<file path="src/include/dcache_cfg.svh">
`ifndef DCACHE_CFG_SVH
`define DCACHE_CFG_SVH

// word address split is tag | index | offset
`define DC_DATA_WIDTH   32
`define DC_ADDR_WIDTH   16
`define DC_OFFSET_WIDTH 5
`define DC_INDEX_WIDTH  3
`define DC_TAG_WIDTH    (`DC_ADDR_WIDTH - `DC_INDEX_WIDTH - `DC_OFFSET_WIDTH)

// direct mapped, 8 blocks of 32 words
`define DC_NUM_BLOCKS   (1 << `DC_INDEX_WIDTH)
`define DC_BLOCK_WORDS  (1 << `DC_OFFSET_WIDTH)

// cycles from burst request to first beat
`define DC_MEM_LATENCY  2

`endif

</file>
<file path="src/dcache_pkg.sv">
`include "dcache_cfg.svh"

package dcache_pkg;

    ////////////////////////////////////////////////////////////
    // vectors with a meaning
    ////////////////////////////////////////////////////////////

    // one data word
    typedef logic [`DC_DATA_WIDTH-1:0]   word_t;

    // word address, one word per location
    typedef logic [`DC_ADDR_WIDTH-1:0]   addr_t;

    // fields of the address
    typedef logic [`DC_TAG_WIDTH-1:0]    tag_t;
    typedef logic [`DC_INDEX_WIDTH-1:0]  index_t;
    typedef logic [`DC_OFFSET_WIDTH-1:0] offset_t;

    ////////////////////////////////////////////////////////////
    // controller FSM
    ////////////////////////////////////////////////////////////

    // READY serves hits, WRITEOUT flushes the victim,
    // POPULATE refills, PAUSE returns the miss result
    typedef enum logic [1:0] {
        READY,
        WRITEOUT,
        POPULATE,
        PAUSE
    } cache_state_t;

endpackage

</file>
<file path="src/dcache_lookup.sv">
`timescale 1ns/1ps
`include "dcache_cfg.svh"

module dcache_lookup (
    input  logic               clk,
    input  logic               rst_n,
    input  dcache_pkg::addr_t  addr,
    input  logic               fill_we,
    input  dcache_pkg::index_t fill_index,
    input  dcache_pkg::tag_t   fill_tag,
    input  logic               dirty_set,
    input  logic               dirty_clr,
    input  dcache_pkg::index_t dirty_index,
    output logic               hit,
    output logic               victim_valid,
    output logic               victim_dirty,
    output dcache_pkg::tag_t   victim_tag
);
    import dcache_pkg::*;

    tag_t                      cur_tag;
    index_t                    cur_index;

    // one tag per block, plus its status bits
    tag_t                      tags [`DC_NUM_BLOCKS];
    logic [`DC_NUM_BLOCKS-1:0] valid_bits;
    logic [`DC_NUM_BLOCKS-1:0] dirty_bits;

    assign cur_tag   = addr[`DC_ADDR_WIDTH-1 -: `DC_TAG_WIDTH];
    assign cur_index = addr[`DC_OFFSET_WIDTH +: `DC_INDEX_WIDTH];

    ////////////////////////////////////////////////////////////
    // status bits
    ////////////////////////////////////////////////////////////

    always_ff @(posedge clk or negedge rst_n)
    begin
        if (!rst_n)
        begin
            valid_bits <= '0;
            dirty_bits <= '0;
        end
        else
        begin
            // a finished refill makes the block valid
            if (fill_we)
                valid_bits[fill_index] <= 1'b1;

            if (dirty_set)
                dirty_bits[dirty_index] <= 1'b1;
            else if (dirty_clr)
                dirty_bits[dirty_index] <= 1'b0;
        end
    end

    // tag only changes with a refill
    always_ff @(posedge clk)
    begin
        if (fill_we)
            tags[fill_index] <= fill_tag;
    end

    ////////////////////////////////////////////////////////////
    // hit and victim for the current address
    ////////////////////////////////////////////////////////////

    assign victim_valid = valid_bits[cur_index];
    assign victim_dirty = dirty_bits[cur_index];
    assign victim_tag   = tags[cur_index];

    // invalid blocks never hit, whatever their tag holds
    assign hit = victim_valid && (victim_tag == cur_tag);

endmodule

</file>
<file path="config.mk">
export PLATFORM = sky130hd
export DESIGN_NAME = dcache_lookup
export DESIGN_NICKNAME = d
export VERILOG_FILES = /design/src/dcache_pkg.sv /design/src/dcache_lookup.sv
export VERILOG_INCLUDE_DIRS = /design/src /design/src/include
export SDC_FILE = /design/constraint.sdc
export NUM_CORES = 1
export LEC_CHECK = 0
export BUFFER_PORTS_ARGS = -buffer_cell sky130_fd_sc_hd__buf_2
export CAP_MARGIN = 20
export CORE_ASPECT_RATIO = 0.7
export CORE_UTILIZATION = 55
export CTS_BUF_LIST = sky130_fd_sc_hd__clkbuf_16
export CTS_CLUSTER_SIZE = 24
export DETAILED_ROUTE_END_ITERATION = 10
export PLACE_DENSITY = 0.77
export SLEW_MARGIN = 5
export SYNTH_ARGS = -nofsm -noshare
export SYNTH_HDL_FRONTEND = slang
export SYNTH_SLANG_ARGS = --single-unit
</file>
<file path="constraint.sdc">
create_clock -name clk -period 2.3 [get_ports clk]
set_clock_uncertainty 0.2 [all_clocks]
set_input_delay 0.345 -clock clk [delete_from_list [all_inputs] [get_ports clk]]
set_output_delay 0.345 -clock clk [all_outputs]
set_load 0.05 [all_outputs]
</file>
Yosys cells after proc, flatten, opt, wreduce, memory -nomap -nowiden
Memory sizes are Yosys's and may differ from the RTL's.
Index checks and enable logic that the tools add are counted.
Word-level totals
  input port bits: 35
  memory bits (writable): 64
  word-level logic and storage cells: 29
  memories kept: 1
  output and inout bits: 11
  bits in registers: 16
Cells by class
  eq/ne operators: 1
  multiplexer cells: 12
  reduce and logical (&&, ||, !) cells: 4
  bitwise operators: 4
  $lt $le $gt $ge: 5
Memory list
  tags: depth 8, bits a word 8, read ports 1, clocked after Yosys merged registers in 0, write ports 1, RTL line dcache_lookup.sv:25  | tag_t tags [`DC_NUM_BLOCKS];
Operators by type and width (number)
  8-bit two-way mux: 2
  8-bit bitwise OR: 2
  3-bit by 4-bit less-than comparator with 1-bit output, second input constant: 3
  8-bit bitwise AND: 1
  8-bit equality test: 1
  8-bit inverter: 1
  1-bit binary-select mux with 3-bit select: 2
  1-bit demux with 3-bit select: 2
  3-bit by 1-bit >= comparator with 1-bit output, second input constant: 2
  1-bit two-way mux: 6
  1-bit logical AND: 3
  2-bit nonzero test: 1

Logic depth before layout (Yosys ltp)
  word-level depth: 8
  depth in mapped cells: 7
  depth with buffers taken out: 5

Least setup slack after synthesis
OpenSTA, ideal clock, no wires.
  path type: input to output
  from: input port addr[5]
  to: output port hit
  stages: 6
  buffers on the path: 1
  setup slack: -0.579 ns
  arrival time: 2.334 ns
  data required time: 1.755 ns
  cells stage by stage: buf_6 mux4_1 mux2_2 xnor2_1 nand4_1 nor3_2
On the way
  cells in the longest elaborated chain, start to end: 3
RTL lines
  start: declaration: RTL line dcache_lookup.sv:7  | input dcache_pkg::addr_t addr,
  memory 8 x 8 bit
  named net victim_tag[2]: RTL line dcache_lookup.sv:17  | output dcache_pkg::tag_t victim_tag
  8-bit equality test: RTL line dcache_lookup.sv:72  | assign hit = victim_valid && (victim_tag == cur_tag);
  1-bit logical AND: RTL line dcache_lookup.sv:72
  end: declaration: RTL line dcache_lookup.sv:14  | output logic hit,
The timed path passes the listed nets, and every way through them passes these cells. The select of a mux whose other input is x is not followed.

Final worst setup path
  from: memory tags[1][2] in the netlist's numbering
  to: output port hit
On the way
  cells in the longest elaborated chain, start to end: 3
RTL lines (RTL line)
  start: declaration: dcache_lookup.sv:25
  memory 8 x 8 bit
  8-bit equality test: dcache_lookup.sv:72
  1-bit logical AND: dcache_lookup.sv:72
No other way between the ends.

==> results.txt <==
Overall die width: 95.48 um
Synth cell types: 31
DR vias/cell: 5.698
RSZ-0062 raised after global routing: true
Area Overhead vs Synth: 24.43%
Crit path max fanout: 2
# IOs: 46
Global route overflow: 0
NetSw: 0.8151 mW
Die Footprint: 0.006439 mm^2
Final min period: 2.741 ns
Total power: 3.578 mW
Sw Ratio: 22.78%
N_diodes: 0
Via Count: 1960
Internal Dissipation: 2.763 mW
Slew headroom: 74.67%
TritonRoute pass-1 iters: 4
Net Count, Synth: 231
Area of the mapped netlist: 0.003364 mm^2
Pin count of the biggest net entering global routing: 17
Sink Count: 80
WL per Instance: 19.92 um
PwrDens: 854.7 mW/mm^2
Share of layout cells above drive strength 1: 40.89%
RePlAce Congestion: 0.8338
Main synth FF type: edfxtp_1
Starting DRT DRC Count: 156
VDD IR-drop max: 0.5387 mV
Failing checks: setup timing
Core Footprint: 0.005813 mm^2
Setup CP Type: register to primary output
Cell family with most CP delay: multiplexers
Cells on Worst Hold Path: 2
RR Endpoint: valid_bits[5]
Slew @ Worst Pin: 0.3704 ns
EDFF count, synth: 64
CP peak stage delay: 0.45 ns
Synth warn: 0
Register-to-Register Path Depth: 1
Final Hold Viols: 0
Clock Pin Slew Worst Setup and Hold Paths: 0.06 ns
Fin nets: 299
Final-report max-slew violation count: 0
Initial cell density of the core: 57.88%
Slack of the worst reg-to-reg path: 1.28 ns
Root Buffer: clkbuf_16
Crit start category: register
# rows: 23
Leak: 1.575 nW
Setup Viol. Count Final: 2
Clock tree buffer depth: 2
Logic pwr share: 11.9%
GRT Total Usage: 24.55%
FF+latch area: 0.002322 mm^2
Die Y: 67.44 um
Maxcap violations: 0
Crit-path slowest cell: mux4_2
Status: complete, but fails checks
Clock group share of total power: 41.5%
Post-detail-place hpwl: 4577 um
Buffers & Inverters on Critical Path: 1
Synth top cells by count: 64 x edfxtp_1, 16 x dfrtp_1, 15 x mux2i_1
CP startpoint: tags[1][2]
Hold_sp: dirty_index[1]
Syn_area_per_cell: 17.17 um^2
Post-synth top area cell: edfxtp_1
DP Worst Slack: -0.4897 ns
H-tree depth: 3
Crit share post-route: 119.2%
Multi-input logic area: 0.001001 mm^2
Fmax: 364.8 MHz
DRC errors left: 0
Final ANT Viol Nets: 0
Share of Yosys cell area claimed by the top area cell type: 57.12%
Global-route wire length before repair: 10470 um
Tightest Hold Check Type: input pin to register
Synthesized flop and latch total: 80
Flop pwr share: 46.6%
Number of global-route vias before repair: 1924
Final setup margin: -0.4414 ns
CP Data Arrival Time: 2.20 ns
Port bufs: 40
Routed WL: 6853 um
Skew-Pair Late Insertion Delay: 0.33 ns
Post-route setup TNS: -0.5470 ns
Cells after Synth: 196
Antenna violations before repair: 0
CP required: 1.75 ns
Worst r2r src: valid_bits[5]
Cell Chain, Critical Path: mux4_2 -> mux2_4 -> xnor2_2 -> nand4_1 -> nor3_4 -> buf_6
TritonCTS Buffers: 9
Async SR Flop Fraction: 20.00%
Synth area leaders: edfxtp_1 57%, dfrtp_1 12%, mux4_2 6.7%
Sequential area share after synthesis: 69.02%
TritonCTS clock tree: built
Crit. End Element: primary output
Fillcell total: 376
Top-count cell post-synth: edfxtp_1
-- routing by layer --
layer / routed length, um / share of wire (%) / GRT usage, % / vias up
met5: 0 / 0 / 0 / -
met1: 2805 / 41 / 35.40 / 964
met4: 116 / 1.7 / 10.07 / 0
li1: - / - / - / 896
met2: 3228 / 47 / 35.54 / 89
met3: 703 / 10 / 6.982 / 11
-- cell usage in the layout (no fill, tap or decap), drive strengths merged, types with 6 or more instances in the layout --
master / netlist / layout
dfrtp: 16 / 16
nand2: 6 / 6
o21ai: 13 / 13
nor2: 8 / 8
or2: 8 / 8
nand2b: 8 / 8
buf: 6 / 61
clkbuf: 0 / 10
edfxtp: 64 / 64
mux2i: 15 / 15
mux2: 9 / 9
mux4: 13 / 13
-- layout make-up --
| class | instances | area share, % |
|---|---|---|
| flip-flops and latches | 80 | 55.47 |
| repair buffers | 63 | 10.58 |
| multi-input cells | 107 | 23.91 |
| clock buffers | 9 | 5.380 |
| clock inverters | 7 | 2.152 |
| well taps | 75 | 2.241 |
| inverters | 3 | 0.2690 |
-- per-stage QoR --
stage          hold slack (ns)  utilization (%)  instance area [um^2]  instances
2_1_floorplan          -0.1506                -                  3378        196
3_3_place_gp           0.07136            65.15                  3787        326
3_5_place_dp           0.08057            65.15                  3787        326
4_1_cts                0.07282            71.80                  4174        344
5_1_grt                0.09592            72.02                  4187        344
6_report               0.08248            72.02                  4187        344
-- cells by family (layout without fill, tap and decap cells) --
logic type / after synthesis / after routing / share of synthesized area [%]
compound gates: 22 / 22 / 3.942
xor+xnor: 6 / 6 / 1.785
mux: 37 / 37 / 16.62
flops: 80 / 80 / 69.02
simple gates: 42 / 42 / 6.768
buf+inv: 9 / 82 / 1.859
-- registers in the layout, indices dropped and copies added (netlist names), named ones only --
name,flops
tags,64
valid_bits,8
-- repair_timing --
action / 4_1_cts / 5_1_grt
resized for setup: 18 / 5
endpoints found under the hold margin: 16 / 0
setup endpoints to repair: 5 / 8
pin swaps: 2 / 0
hold buffers: 1 / 0
setup buffers: 1 / 0
cloned: 0 / 0
-- worst max path at each step --
stage	depth (start not counted)	endpoint	slack, ns
floorplan	6	hit	-0.33
global placement	8	hit	-0.49
detailed placement	8	hit	-0.49
CTS	6	hit	-0.48
global route	6	hit	-0.53
finish	6	hit	-0.44
-- power by group through the flow --
| stage | Combinational, mW | Clock (mW) | Sequential, mW |
|---|---|---|---|
| 4_1_cts | 0.422 | 1.50 | 1.67 |
| 2_1_floorplan | 0.265 | 0 | 1.68 |
| 3_5_place_dp | 0.395 | 0 | 1.70 |
| 3_3_place_gp | 0.386 | 0 | 1.69 |
| 5_1_grt | 0.456 | 1.54 | 1.68 |
| 6_report | 0.424 | 1.48 | 1.67 |
Note: power is estimated with default switching activity, not from simulation.
