**src/include/dcache_cfg.svh**
```systemverilog
`ifndef DCACHE_CFG_SVH
`define DCACHE_CFG_SVH

// word address split is tag | index | offset
`define DC_DATA_WIDTH   32
`define DC_ADDR_WIDTH   16
`define DC_OFFSET_WIDTH 5
`define DC_INDEX_WIDTH  3
`define DC_TAG_WIDTH    (`DC_ADDR_WIDTH - `DC_INDEX_WIDTH - `DC_OFFSET_WIDTH)

// direct mapped, 8 blocks of 32 words
`define DC_NUM_BLOCKS   (1 << `DC_INDEX_WIDTH)
`define DC_BLOCK_WORDS  (1 << `DC_OFFSET_WIDTH)

// cycles from burst request to first beat
`define DC_MEM_LATENCY  2

`endif

```
**src/dcache_pkg.sv**
```systemverilog
`include "dcache_cfg.svh"

package dcache_pkg;

    ////////////////////////////////////////////////////////////
    // vectors with a meaning
    ////////////////////////////////////////////////////////////

    // one data word
    typedef logic [`DC_DATA_WIDTH-1:0]   word_t;

    // word address, one word per location
    typedef logic [`DC_ADDR_WIDTH-1:0]   addr_t;

    // fields of the address
    typedef logic [`DC_TAG_WIDTH-1:0]    tag_t;
    typedef logic [`DC_INDEX_WIDTH-1:0]  index_t;
    typedef logic [`DC_OFFSET_WIDTH-1:0] offset_t;

    ////////////////////////////////////////////////////////////
    // controller FSM
    ////////////////////////////////////////////////////////////

    // READY serves hits, WRITEOUT flushes the victim,
    // POPULATE refills, PAUSE returns the miss result
    typedef enum logic [1:0] {
        READY,
        WRITEOUT,
        POPULATE,
        PAUSE
    } cache_state_t;

endpackage

```
**src/dcache_ctrl.sv**
```systemverilog
`timescale 1ns/1ps
`include "dcache_cfg.svh"

module dcache_ctrl (
    input  logic                clk,
    input  logic                rst_n,
    // cpu side
    input  dcache_pkg::addr_t   addr,
    input  logic                enable,
    input  logic                rw,
    input  dcache_pkg::word_t   write,
    output dcache_pkg::word_t   read,
    output logic                rw_valid,
    output logic                ready,
    // lookup
    input  logic                hit,
    input  logic                victim_valid,
    input  logic                victim_dirty,
    input  dcache_pkg::tag_t    victim_tag,
    output logic                fill_we,
    output dcache_pkg::index_t  fill_index,
    output dcache_pkg::tag_t    fill_tag,
    output logic                dirty_set,
    output logic                dirty_clr,
    output dcache_pkg::index_t  dirty_index,
    // data array
    output logic                arr_we,
    output dcache_pkg::index_t  arr_index,
    output dcache_pkg::offset_t arr_offset,
    output dcache_pkg::word_t   arr_wdata,
    output dcache_pkg::index_t  rd_index,
    output dcache_pkg::offset_t rd_offset,
    input  dcache_pkg::word_t   rd_data,
    // burst memory
    output dcache_pkg::addr_t   mem_addr,
    output logic                mem_enable,
    output logic                mem_rw,
    output dcache_pkg::word_t   mem_write,
    input  dcache_pkg::word_t   mem_read,
    input  logic                mem_read_valid,
    input  logic                mem_write_req,
    input  logic                mem_last
);
    import dcache_pkg::*;

    cache_state_t state;
    offset_t      cnt;

    tag_t         cur_tag;
    index_t       cur_index;
    offset_t      cur_offset;

    // latched miss request
    logic         req_rw;
    tag_t         req_tag;
    index_t       req_index;
    offset_t      req_offset;
    word_t        req_write;

    logic         accept;
    logic         hit_rd;
    logic         hit_wr;
    logic         miss;
    logic         fill_done;
    logic         at_req;

    assign cur_tag    = addr[`DC_ADDR_WIDTH-1 -: `DC_TAG_WIDTH];
    assign cur_index  = addr[`DC_OFFSET_WIDTH +: `DC_INDEX_WIDTH];
    assign cur_offset = addr[`DC_OFFSET_WIDTH-1:0];

    assign ready     = (state == READY);
    assign accept    = enable && ready;
    assign hit_rd    = accept && hit && !rw;
    assign hit_wr    = accept && hit && rw;
    assign miss      = accept && !hit;
    assign fill_done = (state == POPULATE) && mem_read_valid && mem_last;
    assign at_req    = (cnt == req_offset);

    ////////////////////////////////////////////////////////////
    // array and lookup ports
    ////////////////////////////////////////////////////////////

    // read follows the cpu when idle, the counter during a burst
    assign rd_index  = ready ? cur_index : req_index;
    assign rd_offset = ready ? cur_offset : cnt;

    // writeback streams straight from the array read port
    assign mem_write = rd_data;

    always_comb
    begin
        arr_we     = 1'b0;
        arr_index  = req_index;
        arr_offset = cnt;
        arr_wdata  = mem_read;
        if (state == READY)
        begin
            arr_we     = hit_wr;
            arr_index  = cur_index;
            arr_offset = cur_offset;
            arr_wdata  = write;
        end
        else if (state == POPULATE)
        begin
            arr_we = mem_read_valid;
            // write miss merges its word over the refill
            if (req_rw && at_req)
                arr_wdata = req_write;
        end
    end

    assign fill_we     = fill_done;
    assign fill_index  = req_index;
    assign fill_tag    = req_tag;
    assign dirty_set   = hit_wr || (fill_done && req_rw);
    assign dirty_clr   = fill_done && !req_rw;
    assign dirty_index = ready ? cur_index : req_index;

    ////////////////////////////////////////////////////////////
    // miss FSM
    ////////////////////////////////////////////////////////////

    always_ff @(posedge clk or negedge rst_n)
    begin
        if (!rst_n)
        begin
            state      <= READY;
            cnt        <= '0;
            rw_valid   <= 1'b0;
            mem_enable <= 1'b0;
            mem_rw     <= 1'b0;
            mem_addr   <= '0;
        end
        else
        begin
            rw_valid <= 1'b0;
            case (state)
                READY:
                begin
                    if (hit_rd || hit_wr)
                        rw_valid <= 1'b1;
                    else if (miss)
                    begin
                        cnt        <= '0;
                        mem_enable <= 1'b1;
                        // dirty victim goes back to memory first
                        if (victim_valid && victim_dirty)
                        begin
                            state    <= WRITEOUT;
                            mem_rw   <= 1'b1;
                            mem_addr <= {victim_tag, cur_index, offset_t'(0)};
                        end
                        else
                        begin
                            state    <= POPULATE;
                            mem_rw   <= 1'b0;
                            mem_addr <= {cur_tag, cur_index, offset_t'(0)};
                        end
                    end
                end
                WRITEOUT:
                begin
                    if (mem_write_req)
                    begin
                        cnt <= cnt + 1'b1;
                        // memory goes idle, then takes the refill request
                        if (mem_last)
                        begin
                            state    <= POPULATE;
                            mem_rw   <= 1'b0;
                            mem_addr <= {req_tag, req_index, offset_t'(0)};
                        end
                    end
                end
                POPULATE:
                begin
                    if (mem_read_valid)
                    begin
                        cnt <= cnt + 1'b1;
                        if (mem_last)
                        begin
                            state      <= PAUSE;
                            mem_enable <= 1'b0;
                        end
                    end
                end
                PAUSE:
                begin
                    rw_valid <= 1'b1;
                    state    <= READY;
                end
                default:
                    state <= READY;
            endcase
        end
    end

    // request latch and returned word
    always_ff @(posedge clk)
    begin
        if (miss)
        begin
            req_rw     <= rw;
            req_tag    <= cur_tag;
            req_index  <= cur_index;
            req_offset <= cur_offset;
            req_write  <= write;
        end

        if (hit_rd)
            read <= rd_data;
        else if ((state == POPULATE) && mem_read_valid && !req_rw && at_req)
            read <= mem_read;
    end

endmodule

```
**config.mk**
```make
export PLATFORM = sky130hd
export DESIGN_NAME = dcache_ctrl
export DESIGN_NICKNAME = d
export VERILOG_FILES = /design/src/dcache_pkg.sv /design/src/dcache_ctrl.sv
export VERILOG_INCLUDE_DIRS = /design/src /design/src/include
export SDC_FILE = /design/constraint.sdc
export NUM_CORES = 1
export LEC_CHECK = 0
export BUFFER_PORTS_ARGS = -buffer_cell sky130_fd_sc_hd__buf_2
export CORE_MARGIN = 8
export CORE_UTILIZATION = 47
export CTS_BUF_LIST = sky130_fd_sc_hd__clkbuf_4 sky130_fd_sc_hd__clkbuf_8
export DETAILED_ROUTE_END_ITERATION = 6
export GPL_TIMING_DRIVEN = 1
export PLACE_DENSITY_LB_ADDON = 0.3
export RECOVER_POWER = 25
export SLEW_MARGIN = 20
export SYNTH_ARGS = -nofsm -noshare
export SYNTH_HDL_FRONTEND = slang
export SYNTH_SLANG_ARGS = --single-unit
```
**constraint.sdc**
```tcl
create_clock -name clk -period 5.25 [get_ports clk]
set_input_delay 0.525 -clock clk [delete_from_list [all_inputs] [get_ports clk]]
set_output_delay 0.525 -clock clk [all_outputs]
set_load 0.01 [all_outputs]
```
# Word level (Yosys, flattened, before mapping)
# Index checks and enable logic that the tools add are counted.
# totals
regBits	107
latchBits	0
ram_bits	0
mem_bits_ro	0
in_bits	130
out_inout_bits	150
elab_cells	90
memories	0
# op_classes
add_sub_neg	1
mul	0
div_mod_pow	0
order_cmp	0
n_eq_ne	10
n_shift	0
mux	40
bitwise_logic	0
reduce_logical	27
# ops
operator	n
$mux 32	5
$mux 16	5
$pmux 16 s2	1
$mux 5	5
$pmux 5 s3	1
$reduce_and 5->1	3
$mux 2	7
$logic_and 1x1->1	13
$mux 1	11
$ne 2x2->1 const B	5
$pmux 2 s4	1
$pmux 1 s2	3
$reduce_and 6->1	1
$reduce_bool 2->1	3
$add 5x1->5 const B	1
$eq 5x5->1	1
$eq 2x2->1 const B	2
$logic_not 1->1	3
$mux 3	1
$reduce_bool 3->1	1
$eq 2x1->1 const B	1
$logic_not 2->1	1
$logic_or 1x1->1	2
$ne 2x1->1 const B	1

# Depth between registers and ports, before layout
# logic_depth
depth_word	7
depth_mapped	8
mapped_depth_nobuf	6

# Least setup slack after synthesis
# No wires, ideal clock.
# synth_path
kind	reg2reg
startpoint	register state[0]
endpoint	register req_index[0], in the netlist fill_index[0], enable pin
setup_time_ns	0.457
arrival_ns	3.401
t_required_ns	4.793
setup_slack_ns	1.392
path_stages_with_launch	7
path_buffers	2
synth_period_minus_slack_ns	3.858
path_cell_list	dfrtp_1 -> inv_1 -> ha_1 -> buf_2 -> buf_1 -> nand2_1 -> nor2_1
# synth_between
elab_chain_len	3
# synth_lines
element	line	text
start: declaration	dcache_ctrl.sv:46	cache_state_t state;
start signal: assignment	dcache_ctrl.sv:127	state <= READY;
start signal: assignment	dcache_ctrl.sv:149	state <= WRITEOUT;
start signal: assignment	dcache_ctrl.sv:155	state <= POPULATE;
$logic_not 2->1	dcache_ctrl.sv:71	assign ready = (state == READY);
named net ready	dcache_ctrl.sv:14	output logic ready,
$logic_and 1x1->1	dcache_ctrl.sv:72	assign accept = enable && ready;
$logic_and 1x1->1	dcache_ctrl.sv:75	assign miss = accept && !hit;
named net miss	dcache_ctrl.sv:63	logic miss;
end signal: assignment	dcache_ctrl.sv:205	req_index <= cur_index;
end: declaration	dcache_ctrl.sv:56	index_t req_index;
# The timed path passes the listed nets, and every way through them passes these cells.
# A chain may end at the register's enable or synchronous reset.

# Worst setup path in the final report
# layout_path
startpoint	register state[0]
endpoint	output port arr_wdata[18]
# layout_between
elab_chain_len	3
elab_cells_between_ends	4
classes_between	eq/ne: 1; mux: 2; reduce/logical: 1
# layout_lines
element	line	text
$eq 2x2->1	dcache_ctrl.sv:103	else if (state == POPULATE)
$mux 32	dcache_ctrl.sv:103	
$mux 32 (*)	dcache_ctrl.sv:96	if (state == READY)
end: declaration	dcache_ctrl.sv:30	output dcache_pkg::word_t arr_wdata,
# Mark *: on every way between the ends. The rest lies on a longest branch, timed or not.

==> flow_metrics.tcl <==
set metrics [dict create \
    status "complete, no violations" \
    crit_path_end_kind "primary output" \
    syn_inst 461 \
    rr_startpoint "state[0]" \
    ctsResizeCount 0 \
    clkTransAtPathRegs_ns 0.10 \
    grt_start_max_net_pins 115 \
    drive_gt1_frac 0.395 \
    pre_cts_ws_ns 2.19 \
    start_kind "flop" \
    cts_buffers 9 \
    clkLatencyLatePin_ns 0.38 \
    yosysSeqAreaShare 0.541 \
    maxSlewHeadroom 0.209 \
    insertedDiodeCount 0 \
    busiest_layer "met2" \
    drv_cap 0 \
    path_class "reg2out" \
    grt_pass1_vias 4451 \
    cts_sinks 102 \
    antenna_found_initial 0 \
    io_buffers 274 \
    drt-initial-drc-count 248 \
    synth_edf_count 81 \
    fin_crit_sh 0.627 \
    mostFrequentLayoutCells "buf_2, edfxtp_1, nand2_1" \
    ir_drop_mv 0.255 \
    nNetsFinal 814 \
    hold_path.class "in2reg" \
    ys.flop_type "edfxtp_1" \
    ys_warn_count 0 \
    tns_ns 0 \
    hold_slack_ns 0.329 \
    root_buffer "clkbuf_8" \
    vias 4363 \
    synthTopCellsByArea "edfxtp_1, dfrtp_1, mux2_1, buf_4, nand4b_1" \
    synth-seq-cells 102 \
    coreArea_um2 11400 \
    cp.arrival_ns 2.77 \
    crit_path_start "state[0]" \
    grtUsageMet1 0.215 \
    dp_hpwl_mm 11.9 \
    num_rows 39 \
    clockBufferDepth 2 \
    cts_tree "done" \
    grt_remaining_overflow 0 \
    fin_skew_ns 0.0133 \
    die_height_um 124 \
    avgSynthCellArea_um2 11.9 \
    io_pins 280 \
    viasPerCell 5.28 \
    holdBufCountCts 0 \
    postCtsSetupBuffers 0 \
    rsz0062_at_grt "no" \
    crit_required_ns 4.72 \
    fin_crit_ns 3.29 \
    final_area_um2 6810 \
    drtAntennaViolNets 0 \
    gp_congestion 0.816 \
    hold_start "write[22]" \
    grt_util_met2 0.343 \
    maxSlewViolCount 0 \
    timing.final.hold_violations 0 \
    die_area_um2 15300 \
    power_per_cell_area_nw_per_um2 433 \
    route.detailed.drc 0 \
    worst_pin_slew_ns 1.19 \
    p_total_mw 2.95 \
    grt_pass1_wl_mm 22.6 \
    fmax_ghz 0.304 \
    die_w_um 124 \
    syn_to_final_growth_pct 24.7 \
    cts.htree.levels 3 \
    layout_commonest_cell "buf_2" \
    wl_mm 15.4 \
    setup_slack_ns 1.96 \
    dr.pass1.iters 6 \
    syn_area_um2 5470 \
    track_usage 0.189 \
    synth.largest_area_cell "edfxtp_1" \
    power_leakage_nw 2.98 \
    start_util 0.481 \
    grt_util_met3 0.0349 \
    synth_cell_type_count 38 \
    critPathMaxFanout 33 \
    placed_area_um2 6630 \
    setup_viol 0 \
    wl_per_cell_um 18.6 \
    ys_async_sr_fraction 0.206 \
    synth.top_cell.area_share 0.445 \
]
==> metrics by stage <==
step,util,instances
3_3_place_gp,0.583,811
5_1_grt,0.599,827
2_1_floorplan,-,465
6_report,0.599,827
3_5_place_dp,0.583,811
4_1_cts,0.604,827
==> registers in the layout (all words and copies together) (netlist names) <==
name,flops
rw_valid,1
fill_index,3
req_write,32
mem_enable,1
cnt,5
read,32
state,2
req_offset,5
mem_addr,11
req_rw,1
fill_tag,8
mem_rw,1
==> final timing paths <==
| check | end | slack (ns) | cells past startpoint |
|---|---|---|---|
| max | arr_wdata[18] | 1.96 | 8 |
| min | req_write[22] | 0.33 | 1 |
| max reg2reg | req_write[26] | 2.16 | 6 |
| min reg2reg | mem_addr[5] | 0.49 | 2 |
| max in group asynchronous | cnt[3] | 4.18 | 1 |
| min in group asynchronous | mem_addr[8] | 0.36 | 1 |
==> where the power goes <==
group	leakage (nW)	internal [mW]	switching [mW]
combinational	1.86	0.535	0.738
sequential	0.996	1.01	0.0662
clock	0.124	0.322	0.279
==> synthesized netlist by cell type (2+ instances only) <==
cell and n:
nand3_1 4, mux2i_1 13, o31ai_2 2, o21ai_1 7, buf_1 2, clkbuf_1 18, nor3_2 2, mux2_1 40
ha_1 5, nand2_1 57, dfrtp_1 21, buf_4 48, buf_2 8, xor2_1 5, and3_1 2, nand4b_1 32
mux2_2 9, nor2_1 5, and2_1 3, o21ai_0 11, nor2b_1 3, edfxtp_1 81, inv_1 36, o311ai_1 32
nand2b_1 2
==> final cells by class <==
type                            instances  area (um^2)
Multi-Input combinational cell        251         1950
Tap cell                              143          179
Clock buffer                           10          131
Clock inverter                          6          109
Fill cell                             983         4560
Sequential cell                       102         2960
Timing Repair Buffer                  279         1360
Inverter                               36          135
==> logic make-up (layout without fill, tap and decap cells) <==
kind of cell / after synthesis / after routing / synth area share
and+or+nand+nor: 115 / 115 / 0.120
buffers and inverters: 112 / 331 / 0.112
DFF: 102 / 102 / 0.541
muxes: 62 / 62 / 0.125
AOI/OAI and AO/OA: 59 / 59 / 0.0826
adders and majority gates: 5 / 5 / 0.0114
xor gates and xnor gates: 5 / 5 / 0.00801
other: 1 / 5 / 0.000686
==> routing by layer <==
metal	wire length (um)	part of all wire	vias up
li1	-	-	2072
met1	5910	0.39	2072
met2	7890	0.51	197
met3	1300	0.085	22
met4	247	0.016	0
met5	0	0	-
==> critical path, stage by stage, from the launching register on <==
cell      delay (ns)
dfrtp_1         0.43
inv_1           0.14
ha_1            0.33
nand2_1         0.14
nor3_4          0.18
buf_4           0.34
and2_4          0.46
o311ai_1        0.16
buf_2           0.20
(Power assumes the default switching activity.)
